`src/verilog/spi_pkg.sv`:
```
package spi_pkg;

  // ==============================
  // command word layout
  // ==============================
  // bit 11 is the op flag, bits 10:8 the register address, bits 7:0 the data
  localparam int CMD_W  = 12;
  localparam int ADDR_W = 3;
  localparam int DATA_W = 8;
  localparam int HDR_W  = 1 + ADDR_W;  // op flag plus address, sent alone on a read

  // ==============================
  // enums
  // ==============================
  typedef enum logic
  {
    OP_READ  = 1'b0,
    OP_WRITE = 1'b1
  } spi_op_e;

  // a read splits into header, gap and data phases with cs_n high in the gap
  typedef enum logic [2:0]
  {
    ST_IDLE      = 3'd0,
    ST_WR_SHIFT  = 3'd1,
    ST_WR_END    = 3'd2,
    ST_HDR_SHIFT = 3'd3,
    ST_GAP       = 3'd4,
    ST_RD_SHIFT  = 3'd5,
    ST_RD_END    = 3'd6
  } spi_state_e;

endpackage
```
`src/verilog/spi_bridge_top.sv`:
```
`timescale 1ns/100ps

module spi_bridge_top #(
  parameter int CLK_DIV = 4,    // clk cycles per sclk half period, at least 2
  parameter int RD_GAP  = 100
) (
  input  logic        clk,
  input  logic        rst_n,
  input  logic [3:0]  awaddr,
  input  logic        awvalid,
  output logic        awready,
  input  logic [31:0] wdata,
  input  logic        wvalid,
  output logic        wready,
  output logic [1:0]  bresp,
  output logic        bvalid,
  input  logic        bready,
  input  logic [3:0]  araddr,
  input  logic        arvalid,
  output logic        arready,
  output logic [31:0] rdata,
  output logic [1:0]  rresp,
  output logic        rvalid,
  input  logic        rready,
  output logic        sclk,
  output logic        cs_n,
  output logic        mosi,
  input  logic        miso
);
  import spi_pkg::*;

  logic              cmd_start;
  logic [CMD_W-1:0]  cmd_word;
  logic              busy;
  logic              rd_done;
  logic [DATA_W-1:0] rd_byte;

  axi_lite_regs axi_lite_regs_i (
    .clk       (clk),
    .rst_n     (rst_n),
    .awaddr    (awaddr),
    .awvalid   (awvalid),
    .awready   (awready),
    .wdata     (wdata),
    .wvalid    (wvalid),
    .wready    (wready),
    .bresp     (bresp),
    .bvalid    (bvalid),
    .bready    (bready),
    .araddr    (araddr),
    .arvalid   (arvalid),
    .arready   (arready),
    .rdata     (rdata),
    .rresp     (rresp),
    .rvalid    (rvalid),
    .rready    (rready),
    .cmd_start (cmd_start),
    .cmd_word  (cmd_word),
    .busy      (busy),
    .rd_done   (rd_done),
    .rd_byte   (rd_byte)
  );

  spi_master #(
    .CLK_DIV (CLK_DIV),
    .RD_GAP  (RD_GAP)
  ) spi_master_i (
    .clk       (clk),
    .rst_n     (rst_n),
    .cmd_start (cmd_start),
    .cmd_word  (cmd_word),
    .busy      (busy),
    .rd_done   (rd_done),
    .rd_byte   (rd_byte),
    .sclk      (sclk),
    .cs_n      (cs_n),
    .mosi      (mosi),
    .miso      (miso)
  );

endmodule

```
`src/verilog/axi_lite_regs.sv`:
```
`timescale 1ns/100ps

module axi_lite_regs (
  input  logic                        clk,
  input  logic                        rst_n,
  input  logic [3:0]                  awaddr,
  input  logic                        awvalid,
  output logic                        awready,
  input  logic [31:0]                 wdata,
  input  logic                        wvalid,
  output logic                        wready,
  output logic [1:0]                  bresp,
  output logic                        bvalid,
  input  logic                        bready,
  input  logic [3:0]                  araddr,
  input  logic                        arvalid,
  output logic                        arready,
  output logic [31:0]                 rdata,
  output logic [1:0]                  rresp,
  output logic                        rvalid,
  input  logic                        rready,
  output logic                        cmd_start,
  output logic [spi_pkg::CMD_W-1:0]   cmd_word,
  input  logic                        busy,
  input  logic                        rd_done,
  input  logic [spi_pkg::DATA_W-1:0]  rd_byte
);
  import spi_pkg::*;

  localparam logic [3:0] OFS_CMD    = 4'h0;
  localparam logic [3:0] OFS_STATUS = 4'h4;
  localparam logic [3:0] OFS_RDATA  = 4'h8;

  localparam logic [1:0] RESP_OKAY   = 2'b00;
  localparam logic [1:0] RESP_SLVERR = 2'b10;

  logic              wr_stage;
  logic              rd_stage;
  logic [3:0]        wr_addr;
  logic [CMD_W-1:0]  wr_data;
  logic [3:0]        rd_addr;
  logic              cmd_ok;
  logic              rd_valid;
  logic [DATA_W-1:0] rd_hold;
  spi_op_e           start_op;

  assign cmd_ok   = !busy && !cmd_start;  // one command in flight
  assign start_op = spi_op_e'(cmd_word[CMD_W-1]);

  // ==============================
  // write channel
  // ==============================
  always_ff @(posedge clk or negedge rst_n)
  begin
    if (!rst_n)
    begin
      awready <= 1'b0;
      wready  <= 1'b0;
    end
    else
    begin
      awready <= awvalid && wvalid && !awready && !wr_stage && !bvalid;
      wready  <= awvalid && wvalid && !awready && !wr_stage && !bvalid;
    end
  end

  always_ff @(posedge clk)
  begin
    if (awready && awvalid && wvalid)
    begin
      wr_addr <= awaddr;
      wr_data <= wdata[CMD_W-1:0];
    end
  end

  always_ff @(posedge clk or negedge rst_n)
  begin
    if (!rst_n)
    begin
      wr_stage  <= 1'b0;
      bvalid    <= 1'b0;
      bresp     <= RESP_OKAY;
      cmd_start <= 1'b0;
    end
    else
    begin
      wr_stage  <= awready && awvalid && wvalid;
      cmd_start <= 1'b0;
      if (wr_stage)
      begin
        bvalid <= 1'b1;
        case (wr_addr)
          OFS_CMD:
          begin
            bresp     <= cmd_ok ? RESP_OKAY : RESP_SLVERR;
            cmd_start <= cmd_ok;
          end
          OFS_STATUS, OFS_RDATA: bresp <= RESP_OKAY;  // read only, write ignored
          default: bresp <= RESP_SLVERR;
        endcase
      end
      else if (bvalid && bready)
      begin
        bvalid <= 1'b0;
      end
    end
  end

  always_ff @(posedge clk)
  begin
    if (wr_stage && (wr_addr == OFS_CMD) && cmd_ok)
    begin
      cmd_word <= wr_data;
    end
  end

  // ==============================
  // read data flag
  // ==============================
  // a new byte wins over a clearing read in the same cycle
  always_ff @(posedge clk or negedge rst_n)
  begin
    if (!rst_n)
      rd_valid <= 1'b0;
    else if (rd_done)
      rd_valid <= 1'b1;
    else if (rd_stage && (rd_addr == OFS_RDATA))
      rd_valid <= 1'b0;
    else if (cmd_start && (start_op == OP_READ))
      rd_valid <= 1'b0;  // the held byte goes stale once a new read starts
  end

  always_ff @(posedge clk)
  begin
    if (rd_done)
      rd_hold <= rd_byte;
  end

  // ==============================
  // read channel
  // ==============================
  always_ff @(posedge clk or negedge rst_n)
  begin
    if (!rst_n)
      arready <= 1'b0;
    else
      arready <= arvalid && !arready && !rd_stage && !rvalid;
  end

  always_ff @(posedge clk)
  begin
    if (arready && arvalid)
      rd_addr <= araddr;
  end

  always_ff @(posedge clk or negedge rst_n)
  begin
    if (!rst_n)
    begin
      rd_stage <= 1'b0;
      rvalid   <= 1'b0;
      rresp    <= RESP_OKAY;
      rdata    <= '0;
    end
    else
    begin
      rd_stage <= arready && arvalid;
      if (rd_stage)
      begin
        rvalid <= 1'b1;
        rresp  <= RESP_OKAY;
        case (rd_addr)
          OFS_CMD:    rdata <= {{(32-CMD_W){1'b0}}, cmd_word};
          OFS_STATUS: rdata <= {30'b0, rd_valid, busy};
          OFS_RDATA:  rdata <= {{(32-DATA_W){1'b0}}, rd_hold};
          default:
          begin
            rdata <= '0;
            rresp <= RESP_SLVERR;
          end
        endcase
      end
      else if (rvalid && rready)
      begin
        rvalid <= 1'b0;  // rdata and rresp hold until then
      end
    end
  end

endmodule

```
`src/verilog/spi_master.sv`:
```
`timescale 1ns/100ps

module spi_master #(
  parameter int CLK_DIV = 4,
  parameter int RD_GAP  = 100
) (
  input  logic                        clk,
  input  logic                        rst_n,
  input  logic                        cmd_start,
  input  logic [spi_pkg::CMD_W-1:0]   cmd_word,
  output logic                        busy,
  output logic                        rd_done,
  output logic [spi_pkg::DATA_W-1:0]  rd_byte,
  output logic                        sclk,
  output logic                        cs_n,
  output logic                        mosi,
  input  logic                        miso
);
  import spi_pkg::*;

  localparam int DIV_W = (CLK_DIV > 2) ? $clog2(CLK_DIV) : 1;
  localparam int GAP_W = $clog2(RD_GAP + 1);
  localparam int BIT_W = $clog2(CMD_W + 1);

  spi_state_e        state;
  spi_state_e        state_nxt;
  spi_op_e           op;
  logic [DIV_W-1:0]  div_cnt;
  logic [GAP_W-1:0]  gap_cnt;
  logic [BIT_W-1:0]  bit_cnt;
  logic [BIT_W-1:0]  phase_len;
  logic              first_q;
  logic              in_shift;
  logic              tx_active;
  logic              phase_start;
  logic              tick;
  logic              rise_tick;
  logic              fall_tick;
  logic              phase_done;
  logic              gap_done;
  logic              tx_mosi;
  logic [DATA_W-1:0] rx_byte;

  assign op        = spi_op_e'(cmd_word[CMD_W-1]);
  assign tx_active = (state == ST_WR_SHIFT) || (state == ST_HDR_SHIFT);
  assign in_shift  = tx_active || (state == ST_RD_SHIFT);

  assign busy = (state != ST_IDLE);
  assign cs_n = !in_shift;
  assign mosi = tx_active && tx_mosi;  // low in the gap and the read data phase

  always_comb
  begin
    case (state)
      ST_WR_SHIFT:  phase_len = BIT_W'(CMD_W);
      ST_HDR_SHIFT: phase_len = BIT_W'(HDR_W);
      default:      phase_len = BIT_W'(DATA_W);
    endcase
  end

  // ==============================
  // bit timing
  // ==============================
  // sclk toggles every CLK_DIV cycles, the last rise is replaced by the phase end
  assign tick       = in_shift && (div_cnt == DIV_W'(CLK_DIV - 1));
  assign rise_tick  = tick && !sclk && (bit_cnt != phase_len);
  assign phase_done = tick && !sclk && (bit_cnt == phase_len);
  assign fall_tick  = in_shift && (first_q || (tick && sclk));
  assign gap_done   = (state == ST_GAP) && (gap_cnt == GAP_W'(RD_GAP - 1));

  assign phase_start = (state_nxt != state) &&
                       ((state_nxt == ST_WR_SHIFT) || (state_nxt == ST_HDR_SHIFT) ||
                        (state_nxt == ST_RD_SHIFT));

  always_ff @(posedge clk or negedge rst_n)
  begin
    if (!rst_n)
    begin
      div_cnt <= '0;
      bit_cnt <= '0;
      sclk    <= 1'b0;
      first_q <= 1'b0;
    end
    else if (phase_start)
    begin
      div_cnt <= '0;
      bit_cnt <= '0;
      sclk    <= 1'b0;
      first_q <= 1'b1;  // gives the opening fall_tick so mosi settles before the first rise
    end
    else if (in_shift)
    begin
      first_q <= 1'b0;
      if (tick)
      begin
        div_cnt <= '0;
        if (!phase_done)
          sclk <= ~sclk;
      end
      else
      begin
        div_cnt <= div_cnt + 1'b1;
      end
      if (rise_tick)
        bit_cnt <= bit_cnt + 1'b1;
    end
  end

  always_ff @(posedge clk or negedge rst_n)
  begin
    if (!rst_n)
      gap_cnt <= '0;
    else if ((state == ST_GAP) && !gap_done)
      gap_cnt <= gap_cnt + 1'b1;
    else
      gap_cnt <= '0;
  end

  // ==============================
  // frame sequence
  // ==============================
  always_comb
  begin
    state_nxt = state;
    case (state)
      ST_IDLE:
      begin
        if (cmd_start && (op == OP_WRITE))
          state_nxt = ST_WR_SHIFT;
        else if (cmd_start)
          state_nxt = ST_HDR_SHIFT;
      end
      ST_WR_SHIFT:  if (phase_done) state_nxt = ST_WR_END;
      ST_WR_END:    state_nxt = ST_IDLE;
      ST_HDR_SHIFT: if (phase_done) state_nxt = ST_GAP;
      ST_GAP:       if (gap_done) state_nxt = ST_RD_SHIFT;
      ST_RD_SHIFT:  if (phase_done) state_nxt = ST_RD_END;
      ST_RD_END:    state_nxt = ST_IDLE;
      default:      state_nxt = ST_IDLE;
    endcase
  end

  always_ff @(posedge clk or negedge rst_n)
  begin
    if (!rst_n)
      state <= ST_IDLE;
    else
      state <= state_nxt;
  end

  always_ff @(posedge clk or negedge rst_n)
  begin
    if (!rst_n)
      rd_done <= 1'b0;
    else
      rd_done <= (state == ST_RD_END);  // one cycle after cs_n goes back high
  end

  always_ff @(posedge clk)
  begin
    if ((state == ST_RD_SHIFT) && phase_done)
      rd_byte <= rx_byte;
  end

  spi_tx_path spi_tx_path_i (
    .clk       (clk),
    .rst_n     (rst_n),
    .load      (cmd_start && (state == ST_IDLE)),
    .load_word (cmd_word),
    .shift     (fall_tick && tx_active),
    .mosi      (tx_mosi)
  );

  spi_rx_path spi_rx_path_i (
    .clk     (clk),
    .rst_n   (rst_n),
    .clear   (gap_done),
    .sample  (rise_tick && (state == ST_RD_SHIFT)),
    .miso    (miso),
    .rx_byte (rx_byte)
  );

endmodule

```
`src/verilog/spi_rx_path.sv`:
```
`timescale 1ns/100ps

module spi_rx_path (
  input  logic                        clk,
  input  logic                        rst_n,
  input  logic                        clear,
  input  logic                        sample,
  input  logic                        miso,
  output logic [spi_pkg::DATA_W-1:0]  rx_byte
);
  import spi_pkg::*;

  // first bit sampled ends up as the msb after DATA_W samples
  always_ff @(posedge clk or negedge rst_n)
  begin
    if (!rst_n)
      rx_byte <= '0;
    else if (clear)
      rx_byte <= '0;
    else if (sample)
      rx_byte <= {rx_byte[DATA_W-2:0], miso};
  end

endmodule

```
`src/verilog/spi_tx_path.sv`:
```
`timescale 1ns/100ps

module spi_tx_path (
  input  logic                       clk,
  input  logic                       rst_n,
  input  logic                       load,
  input  logic [spi_pkg::CMD_W-1:0]  load_word,
  input  logic                       shift,
  output logic                       mosi
);
  import spi_pkg::*;

  logic [CMD_W-1:0] tx_sr;

  // the read header is bits 11:8 of the command, so one load serves both frame types
  always_ff @(posedge clk or negedge rst_n)
  begin
    if (!rst_n)
    begin
      tx_sr <= '0;
      mosi  <= 1'b0;
    end
    else if (load)
    begin
      tx_sr <= load_word;
      mosi  <= 1'b0;
    end
    else if (shift)
    begin
      mosi  <= tx_sr[CMD_W-1];  // msb first
      tx_sr <= {tx_sr[CMD_W-2:0], 1'b0};
    end
  end

endmodule

```
`config.mk`:
```
export PLATFORM = sky130hd
export DESIGN_NAME = spi_bridge_top
export DESIGN_NICKNAME = d
export VERILOG_FILES = /design/src/verilog/spi_pkg.sv /design/src/verilog/spi_bridge_top.sv /design/src/verilog/axi_lite_regs.sv /design/src/verilog/spi_master.sv /design/src/verilog/spi_rx_path.sv /design/src/verilog/spi_tx_path.sv
export SDC_FILE = /design/constraint.sdc
export NUM_CORES = 1
export LEC_CHECK = 0
export BUFFER_PORTS_ARGS = -buffer_cell sky130_fd_sc_hd__buf_2
export CAP_MARGIN = 20
export CORE_ASPECT_RATIO = 1.1
export CORE_MARGIN = 10
export CORE_UTILIZATION = 53
export DETAILED_ROUTE_END_ITERATION = 10
export PLACE_DENSITY = 0.82
export SLEW_MARGIN = 15
export SYNTH_ARGS = -nofsm -noshare
export SYNTH_HDL_FRONTEND = slang
export SYNTH_HIERARCHICAL = 1
export SYNTH_SLANG_ARGS = --single-unit
```
`constraint.sdc`:
```
create_clock -name clk -period 5.6 [get_ports clk]
set_input_delay 0.56 -clock clk [delete_from_list [all_inputs] [get_ports clk]]
set_output_delay 0.56 -clock clk [all_outputs]
set_load 0.05 [all_outputs]
```
==> impl_metrics.py, run 1 <==
metrics = {
    "outcome": {
        "status": "finished, final reports clean",
    },
    "finish": {
        "layout.nets": 445,
        "layout_common_cells": "dfrtp_1 (62), buf_2 (49), edfxtp_1 (48)",
        "utilization_pct": 59.28,
        "drive_gt1_share_pct": 18.84,
        "n_antenna_cell": 0,
        "syn_to_final_growth_pct": 9.294,
        "mostFrequentLayoutCell": "dfrtp_1",
        "final_area_sq_mm": 0.004959,
    },
    "floorplanning": {
        "fp.dieW_um": 108.2,
        "core_area_sq_mm": 0.008364,
        "rows": 35,
        "die_area_sq_mm": 0.01266,
        "die_h_um": 117.0,
        "io_pins": 92,
        "initial_core_util_pct": 54.24,
    },
    "power_and_ir_drop": {
        "cellInternalPower_mw": 1.175,
        "power_mw": 1.624,
        "combPwrFrac_pct": 13.1,
        "p_sw_share_pct": 27.65,
        "peakVddDrop_mv": 0.1325,
        "pwr-share-seq_pct": 56.1,
        "pwr-share-clk_pct": 30.7,
        "power.density_mw_per_mm2": 327.5,
        "power.leakage_nw": 2.062,
        "p_sw_uw": 449.1,
    },
    "detailed_routing": {
        "first_pass_iters": 4,
        "ant_nets": 0,
        "viasPerCell": 5.169,
        "via_count": 2631,
        "routed_wl_mm": 8.034,
        "drc": 0,
        "wire_per_inst_um": 15.78,
        "initialDrtViolationCount": 134,
    },
    "placed_design": {
        "io_buffers": 49,
        "dp_hpwl_mm": 5.981,
        "place.gp.congestion": 0.8086,
        "placed_area_sq_mm": 0.004732,
    },
    "sta": {
        "fmax_mhz": 376.3,
        "setup_tns_ns": 0,
        "holdWs_ns": 0.3415,
        "worst_pin_slew_ns": 0.9313,
        "fin_crit_sh_pct": 47.45,
        "finalCriticalPeriod_ns": 2.657,
        "clock_skew_ns": 0.01469,
        "setup_viol": 0,
        "hold_violations": 0,
        "final_max_slew_viol_count": 0,
        "rsz0062_at_grt": "no",
        "slew_headroom_pct": 37.44,
    },
    "global_route": {
        "grt_pass1_wl_mm": 13.25,
        "overflow": 0,
        "grt_max_degree": 63,
        "grt.total_usage_pct": 13.27,
        "antenna_found_initial": 0,
        "grt_pass1_vias": 2756,
    },
    "worst_setup_path": {
        "cpPeakStageDelay_ns": 0.68,
        "startpoint_type": "flop",
        "path_max_fanout": 9,
        "cp_slowest_cell": "nor2_1",
        "cp-end-kind": "flop",
        "critical_path_class": "flop to flop",
        "r2r-start": "spi_master_i/state[0]",
        "worstPathRequired_ns": 5.82,
        "crit_top_cell": "nor2_1",
        "crit_start": "spi_master_i/state[0]",
        "crit_arrival_ns": 2.87,
        "path_cells": "a21bo_1 -> nor3_1 -> nand2_1 -> nor2_1 -> mux2i_1 -> nor2_1",
    },
    "clock_network": {
        "cts.sinks": 110,
        "cts_max_path_buffers": 2,
        "path_clk_slew_ns": 0.11,
        "numCtsBuffers": 9,
        "cts_root_buffer": "clkbuf_8",
        "clkLatencyLatePin_ns": 0.36,
        "cts_resized": 0,
        "postCtsSetupBuffers": 0,
        "cts-hold-fix-buffers": 0,
        "cts_tree": "yes",
        "htreeDepth": 3,
    },
    "hold_path": {
        "holdCritPathClass": "input port to async pin",
    },
    "synthesis": {
        "syn_inst": 347,
        "syn_area_sq_mm": 0.004537,
        "ys_seq_area_share_pct": 65.97,
        "yosys_warnings": 6,
        "avgSynthCellArea_sq_um": 13.07,
        "synth.distinct_cells": 50,
        "synth_seq_cells": 110,
        "synthArstFlopShare_pct": 56.36,
        "ys.flop_type": "dfrtp_1",
        "synth_edf_count": 48,
    },
    "run": {
        "maxCapViolCount": 0,
    },
}
[final timing paths]
| kind | end | slack [ns] | depth (start not counted) |
|---|---|---|---|
| worst max-delay path | spi_master_i/spi_rx_path_i/rx_byte[3] | 2.94 | 6 |
| worst min-delay path | spi_master_i/state[0] | 0.34 | 2 |
| worst max register to register | spi_master_i/spi_rx_path_i/rx_byte[3] | 2.94 | 6 |
| worst min register to register | axi_lite_regs_i/rd_hold[1] | 0.42 | 0 |
| max in group asynchronous | axi_lite_regs_i/cmd_start | 4.74 | 2 |
| min in group clk | axi_lite_regs_i/rd_addr[3] | 0.37 | 1 |
[cell usage after synthesis, types with 2 or more instances]
cell,number,area (sq um)
mux2i_1,21,210.2
buf_2,6,30.03
xnor2_1,3,26.28
and2_1,3,18.77
nor2_1,27,101.4
o21ai_1,11,55.05
dfrtp_1,62,1551
o21a_1,2,15.01
xor2_1,3,26.28
nor3_1,3,15.01
or4_1,2,15.01
o21ai_0,10,50.05
buf_4,24,180.2
nand3_1,12,60.06
nand2_1,21,78.83
nand2b_1,2,12.51
nor4_1,3,18.77
a21o_1,3,22.52
buf_6,4,45.04
and3_1,3,18.77
a222oi_1,2,20.02
a221o_1,6,60.06
nor2b_1,10,62.56
ha_1,4,50.05
edfxtp_1,48,1441
o22ai_1,3,18.77
nor4b_1,2,17.52
o31ai_1,2,15.01
o21bai_1,2,15.01
a21oi_1,7,35.03
inv_1,16,60.06
a32oi_1,2,17.52
[critical path, delay by kind of cell (launching register included)]
kind	cells	cell delay, ns
AND/OR/NAND/NOR	4	1.36
multiplexers	1	0.27
AO/OA/AOI/OAI	1	0.34
flip-flops	1	0.53
[power by group through the flow]
stage	logic [mW]	clock network, mW	registers [mW]
after floorplan	0.119	0	0.980
after global placement	0.210	0	0.924
after detailed placement	0.215	0	0.927
after CTS	0.215	0.509	0.911
after global routing	0.233	0.556	0.917
final	0.213	0.499	0.911
[area by class of cell]
type / instances / area [sq um]
multi-input cells: 205 / 1286
well taps: 111 / 138.9
repair buffers: 51 / 260.3
clock buffers: 10 / 148.9
clock inverters: 6 / 71.32
inverters: 16 / 60.06
flip-flops and latches: 110 / 2993
fillers: 644 / 3406
[registers in the layout, indices dropped and copies added, names as in the netlist, 2 cells and up]
signal	count
axi_lite_regs_i/wr_data	12
axi_lite_regs_i/cmd_word	12
axi_lite_regs_i/wr_addr	4
spi_master_i/spi_tx_path_i/tx_sr	12
spi_master_i/spi_rx_path_i/rx_byte	8
axi_lite_regs_i/rd_hold	8
axi_lite_regs_i/rdata	12
spi_master_i/rd_byte	8
spi_master_i/bit_cnt	4
spi_master_i/gap_cnt	7
spi_master_i/state	3
spi_master_i/div_cnt	2
axi_lite_regs_i/rd_addr	4
[metal layers]
metal | up-vias | global-route usage (%) | routed length (um)
met3 | 11 | 3.888 | 414
met5 | - | 0 | 0
met1 | 1275 | 15.59 | 3242
met4 | 0 | 5.437 | 117
li1 | 1271 | - | -
met2 | 74 | 22.30 | 4259
[cell families after synthesis]
logic type	Yosys count	synth area share, %
simple gates	96	11.17
flops	110	65.97
buf+inv	53	7.556
xor+xnor	6	1.159
other cells	1	0.08266
mux	21	4.633
fa+ha+maj	4	1.103
compound gates	56	8.329
[through the flow]
step / std cells / setup WS [ns]
final: 509 / 2.943
after detailed placement: 493 / 2.999
after CTS: 509 / 2.962
after global placement: 493 / 3.108
after floorplan: 368 / 3.539
after global routing: 509 / 2.676
(Power assumes the default switching activity.)
==> run 2: changes to the inputs <==
Clock period 5.6 ns to 2.6 ns, I/O delays scaled along.
==> run 2 against run 1 <==
Compared with the run above: final area is 0.43% higher; sequential power is 120% higher; die area stayed put; largest power group unchanged; first-iteration DRC count is 5.2% higher; clock skew is 0.0025 ns lower; global-route usage is 0.61 points lower; critical path depth is 1 higher; worst hold slack worse by 0.28 ns; count of clock-buffer cells in the layout stayed put; final cell count is 1.2% higher; register-to-register slack worse by 2.4 ns; combinational power is 120% higher.
==> impl_metrics.py, run 2 (synthesis results as in run 1) <==
metrics = {
    "global_route": {
        "antenna_found_initial": 0,
        "grt.total_usage_pct": 12.67,
        "grt_pass1_vias": 2735,
        "overflow": 0,
        "grt_max_degree": 32,
        "grt_pass1_wl_mm": 12.78,
    },
    "worst_setup_path": {
        "cp-end-kind": "flop",
        "critical_path_class": "flop to flop",
        "crit_arrival_ns": 2.36,
        "worstPathRequired_ns": 2.85,
        "startpoint_type": "flop",
        "path_max_fanout": 9,
    },
    "clock_network": {
        "clkLatencyLatePin_ns": 0.36,
        "cts_resized": 0,
        "numCtsBuffers": 9,
        "cts_root_buffer": "clkbuf_8",
        "cts_max_path_buffers": 2,
        "cts_tree": "yes",
        "htreeDepth": 3,
        "cts.sinks": 110,
        "path_clk_slew_ns": 0.11,
    },
    "finish": {
        "mostFrequentLayoutCell": "dfrtp_1",
        "n_antenna_cell": 0,
        "syn_to_final_growth_pct": 9.763,
        "layout_common_cells": "dfrtp_1 (62), buf_2 (49), edfxtp_1 (48)",
        "fill_cells": 658,
        "final_area_sq_mm": 0.004980,
        "final_cells": 515,
        "layout.nets": 451,
        "drive_gt1_share_pct": 19.55,
    },
    "sta": {
        "setup_tns_ns": 0,
        "clock_skew_ns": 0.01215,
        "worst_pin_slew_ns": 0.8122,
        "finalWorstSetupSlack_ns": 0.4988,
        "slew_headroom_pct": 45.85,
        "finalCriticalPeriod_ns": 2.101,
        "fmax_mhz": 475.9,
        "setup_viol": 0,
        "final_max_slew_viol_count": 0,
        "holdWs_ns": 0.06171,
        "fin_crit_sh_pct": 80.81,
        "hold_violations": 0,
        "rsz0062_at_grt": "no",
    },
    "floorplanning": {
        "core_area_sq_mm": 0.008364,
        "die_area_sq_mm": 0.01266,
        "die_h_um": 117.0,
        "initial_core_util_pct": 54.24,
        "rows": 35,
        "io_pins": 92,
        "fp.dieW_um": 108.2,
    },
    "hold_path": {
        "holdCritPathClass": "input port to flop",
    },
    "power_and_ir_drop": {
        "peakVddDrop_mv": 0.4050,
        "power.leakage_nw": 2.084,
        "power.density_mw_per_mm2": 683.8,
    },
    "detailed_routing": {
        "initialDrtViolationCount": 141,
        "wire_per_inst_um": 15.01,
        "first_pass_iters": 4,
        "drc": 0,
        "viasPerCell": 5.144,
        "via_count": 2649,
        "ant_nets": 0,
        "routed_wl_mm": 7.732,
    },
    "placed_design": {
        "place.gp.congestion": 0.8165,
        "dp_slack_ns": 0.4824,
        "dp_hpwl_mm": 5.760,
        "io_buffers": 49,
        "place_inst": 498,
        "placed_area_sq_mm": 0.004770,
    },
    "run": {
        "maxCapViolCount": 0,
    },
    "outcome": {
        "status": "finished, final reports clean",
    },
}
run 2: cell type report:
cell class,count,area (sq um),area share (%)
clock buffers,10,137.6,2.764
clock inverters,6,62.56,1.256
inverters,16,60.06,1.206
multi-input cells,205,1280,25.70
flip-flops and latches,110,2993,60.10
well taps,111,138.9,2.789
repair buffers,57,307.8,6.181
run 2: power by group:
group	switching [mW]	leakage [nW]	internal [mW]
logic	0.340	0.743	0.123
registers	0.0636	1.24	1.89
clock network	0.584	0.102	0.400
run 2: repair_timing:
item | 4_1_cts | 5_1_grt
hold endpoints to repair | 8 | 0
hold buffers | 1 | 0
buffers inserted | 0 | 0
run 2: final timing paths:
path | startpoint | endpoint | slack [ns] | cells after the start
max | spi_master_i/state[0] | spi_master_i/spi_rx_path_i/rx_byte[0] | 0.50 | 7
min | araddr[1] | axi_lite_regs_i/rd_addr[1] | 0.06 | 1
max reg2reg | spi_master_i/state[0] | spi_master_i/spi_rx_path_i/rx_byte[0] | 0.50 | 7
min reg2reg | spi_master_i/rd_byte[4] | axi_lite_regs_i/rd_hold[4] | 0.43 | 0
max in group asynchronous | rst_n | spi_master_i/spi_tx_path_i/tx_sr[9] | 1.69 | 3
min in group asynchronous | rst_n | spi_master_i/sclk | 0.28 | 2
run 2: worst max-delay path, cell delays in order, from the launching register on:
cell,delay (ns)
dfrtp_1,0.48
a21bo_1,0.32
nor3_1,0.43
nand2_1,0.17
nor2_1,0.12
buf_4,0.20
mux2i_1,0.21
nor2_1,0.06
run 2: per-stage QoR:
step	power [mW]	util, %
after floorplan	2.365	-
after global placement	2.442	57.02
after detailed placement	2.461	57.02
after CTS	3.444	59.54
after global routing	3.572	59.54
final	3.405	59.54
run 2: layer usage:
| metal | up-vias | global-route usage [%] | routed length (um) |
|---|---|---|---|
| met4 | 0 | 5.437 | 165 |
| li1 | 1300 | - | - |
| met1 | 1272 | 15.81 | 3390 |
| met5 | - | 0 | 0 |
| met3 | 13 | 3.286 | 363 |
| met2 | 64 | 20.41 | 3813 |
==> run 3: changes to the inputs <==
Settings changed: ABC_AREA from default to 1.
Clock period 2.6 ns to 2.05 ns, I/O delays scaled along.
==> run 3 against run 2 <==
Compared with the run above: worst setup slack got worse by 0.32 ns; maximum frequency rose by 12%; utilization rose by 4.0 points; power rose by 29%; sequential power rose by 27%; worst hold slack got worse by 0.012 ns; via count rose by 16%; count of clock-buffer cells in the layout did not move; clock power rose by 23%; combinational power rose by 46%; clock skew barely moved; largest cell class unchanged; highest routed layer unchanged.
==> impl_metrics.py, run 3 <==
metrics = {
    "sta": {
        "finalCriticalPeriod_ns": 1.875,
        "holdWs_ns": 0.04982,
        "setup_viol": 0,
        "rsz0062_at_grt": "no",
        "setup_tns_ns": 0,
        "clock_skew_ns": 0.01189,
        "hold_violations": 0,
        "final_max_slew_viol_count": 0,
        "slew_headroom_pct": 56.82,
        "fmax_mhz": 533.4,
        "worst_pin_slew_ns": 0.6477,
        "fin_crit_sh_pct": 91.45,
    },
    "floorplanning": {
        "io_pins": 92,
        "initial_core_util_pct": 54.99,
        "die_area_sq_mm": 0.01297,
        "core_area_sq_mm": 0.008496,
        "fp.dieW_um": 109.5,
        "rows": 35,
        "die_h_um": 118.5,
    },
    "detailed_routing": {
        "drc": 0,
        "wire_per_inst_um": 14.66,
        "routed_wl_mm": 9.029,
        "via_count": 3086,
        "initialDrtViolationCount": 99,
        "ant_nets": 0,
        "first_pass_iters": 6,
        "viasPerCell": 5.010,
    },
    "clock_network": {
        "htreeDepth": 3,
        "cts.sinks": 110,
        "clkLatencyLatePin_ns": 0.38,
        "cts_tree": "yes",
        "postCtsSetupBuffers": 0,
        "cts_resized": 0,
        "numCtsBuffers": 9,
        "cts_root_buffer": "clkbuf_8",
        "path_clk_slew_ns": 0.11,
        "cts_max_path_buffers": 2,
        "cts-hold-fix-buffers": 21,
    },
    "worst_setup_path": {
        "startpoint_type": "flop",
        "critical_path.top_delay_family": "simple AND/OR/NAND/NOR gates",
        "cpPeakStageDelay_ns": 0.51,
        "cp-end-kind": "flop",
        "crit_cells": 10,
        "r2r-start": "spi_master_i/state[0]",
        "path_cells": "inv_2 -> a21oi_4 -> nand2_4 -> nor2_4 -> o21ai_4 -> nor3_1 -> buf_4 -> nor2_8 -> nand2_1 -> nand2_1",
        "crit_start": "spi_master_i/state[0]",
        "worstPathRequired_ns": 2.32,
        "crit_top_cell": "nand2_1",
        "crit_end": "spi_master_i/spi_rx_path_i/rx_byte[4]",
        "r2r_cells": 10,
        "critical_path_class": "flop to flop",
        "cp_slowest_cell": "dfrtp_1",
        "r2r_end": "spi_master_i/spi_rx_path_i/rx_byte[4]",
        "r2r_slack_ns": 0.18,
        "critPathBufInv": 2,
        "path_max_fanout": 9,
        "crit_arrival_ns": 2.14,
    },
    "hold_path": {
        "holdCritPathClass": "input port to flop",
        "whs_path_depth": 3,
    },
    "finish": {
        "n_antenna_cell": 0,
        "syn_to_final_growth_pct": 15.53,
        "multi_input_comb_area_sq_mm": 0.001410,
        "utilization_pct": 63.53,
        "drive_gt1_share_pct": 21.98,
        "layout.nets": 552,
        "final-seq-area_sq_mm": 0.002993,
        "final_area_sq_mm": 0.005398,
        "layout_common_cells": "nand2_1 (103), dfrtp_1 (62), nand3_1 (55)",
        "mostFrequentLayoutCell": "nand2_1",
        "fill_cells": 658,
    },
    "synthesis": {
        "synth_top_area_share_pct": 33.21,
        "synth_seq_cells": 110,
        "yosysMostFrequentCell": "nand2_1",
        "synth_area_leader_cell": "dfrtp_1",
        "synth_edf_count": 48,
        "synthArstFlopShare_pct": 56.36,
        "syn_inst": 420,
        "ys.flop_type": "dfrtp_1",
        "syn_area_sq_mm": 0.004672,
        "synth.distinct_cells": 36,
        "yosys_warnings": 6,
        "avgSynthCellArea_sq_um": 11.12,
        "ys_seq_area_share_pct": 64.06,
        "synth_area_leaders": "dfrtp_1 (33%), edfxtp_1 (31%), nand2_1 (8.3%)",
        "synth_common_cells": "nand2_1 (103), dfrtp_1 (62), nand3_1 (55)",
    },
    "placed_design": {
        "io_buffers": 49,
        "dp_hpwl_mm": 6.464,
        "place.gp.congestion": 0.8118,
        "placed_area_sq_mm": 0.004985,
    },
    "outcome": {
        "status": "finished, final reports clean",
    },
    "global_route": {
        "grt_max_degree": 36,
        "grt_pass1_vias": 3206,
        "grt_pass1_wl_mm": 15.05,
        "grt.total_usage_pct": 14.40,
        "antenna_found_initial": 0,
        "overflow": 0,
    },
    "power_and_ir_drop": {
        "peakVddDrop_mv": 0.5115,
        "power.leakage_nw": 2.448,
        "power.density_mw_per_mm2": 811.2,
    },
    "run": {
        "maxCapViolCount": 0,
    },
}
## run 3: cell count changes in the layout (fill, tap and decap cells not counted), moves of 7 or more
cell	delta
nand2_1	+82
nand3_1	+43
dlygate4sd3_1	+22
mux2i_1	-21
nor2b_1	-10
nand3_2	+9
o21ai_1	-9
nor2_1	-8
inv_1	+7
inv_2	+7
## run 3: worst min-delay path: cells and delay by family
kind	cells	cell delay [ns]
buf+inv	1	0.11
simple gates	2	0.10
## run 3: metrics by stage
step | worst slack [ns] | std cells | power (mW)
final | 0.1753 | 616 | 4.378
after global routing | 0.02803 | 616 | 4.602
after CTS | 0.1659 | 614 | 4.405
after detailed placement | 0.1835 | 577 | 3.179
after global placement | 0.2140 | 577 | 3.149
after floorplan | 0.09622 | 441 | 3.035
## run 3: final cells by class
class / count / area share, %
sequential: 110 / 55.45
clock buffer: 10 / 2.364
inverter: 30 / 2.086
multi-input combinational: 269 / 26.12
tap: 111 / 2.573
clock inverter: 6 / 1.020
timing repair buffer: 80 / 10.38
## run 3: cells by family (layout without fill, tap and decap cells)
| logic type | count (synthesis) | in the layout | share of synthesized area, % |
|---|---|---|---|
| AOI/OAI and AO/OA | 24 | 24 | 3.696 |
| xor gates and xnor gates | 3 | 3 | 0.5625 |
| adders and majority gates | 4 | 4 | 1.071 |
| buffers and inverters | 62 | 126 | 7.767 |
| DFF | 110 | 110 | 64.06 |
| other | 1 | 22 | 0.08027 |
| and+or+nand+nor | 216 | 216 | 22.76 |
## run 3: power breakdown
group | internal [mW] | total, mW | switching (mW)
logic | 0.198 | 0.677 | 0.479
registers | 2.40 | 2.49 | 0.0940
clock network | 0.466 | 1.21 | 0.744
total | 3.06 | 4.38 | 1.32
## run 3: routing by layer
layer	vias up	wire length, um	part of all wire (%)	global-route usage, %
met5	-	0	0	0
met4	0	209	2.3	6.840
met3	19	539	6.0	3.641
met2	94	4722	52	23.92
met1	1461	3558	39	16.83
li1	1512	-	-	-
## run 3: how the worst min path moves through the flow
stage,endpoint,startpoint
2_1_floorplan,axi_lite_regs_i/arready,rst_n
3_3_place_gp,spi_master_i/bit_cnt[0],rst_n
3_5_place_dp,spi_master_i/bit_cnt[1],rst_n
4_1_cts,axi_lite_regs_i/wr_data[4],wdata[4]
5_1_grt,axi_lite_regs_i/arready,arvalid
6_report,axi_lite_regs_i/arready,arvalid
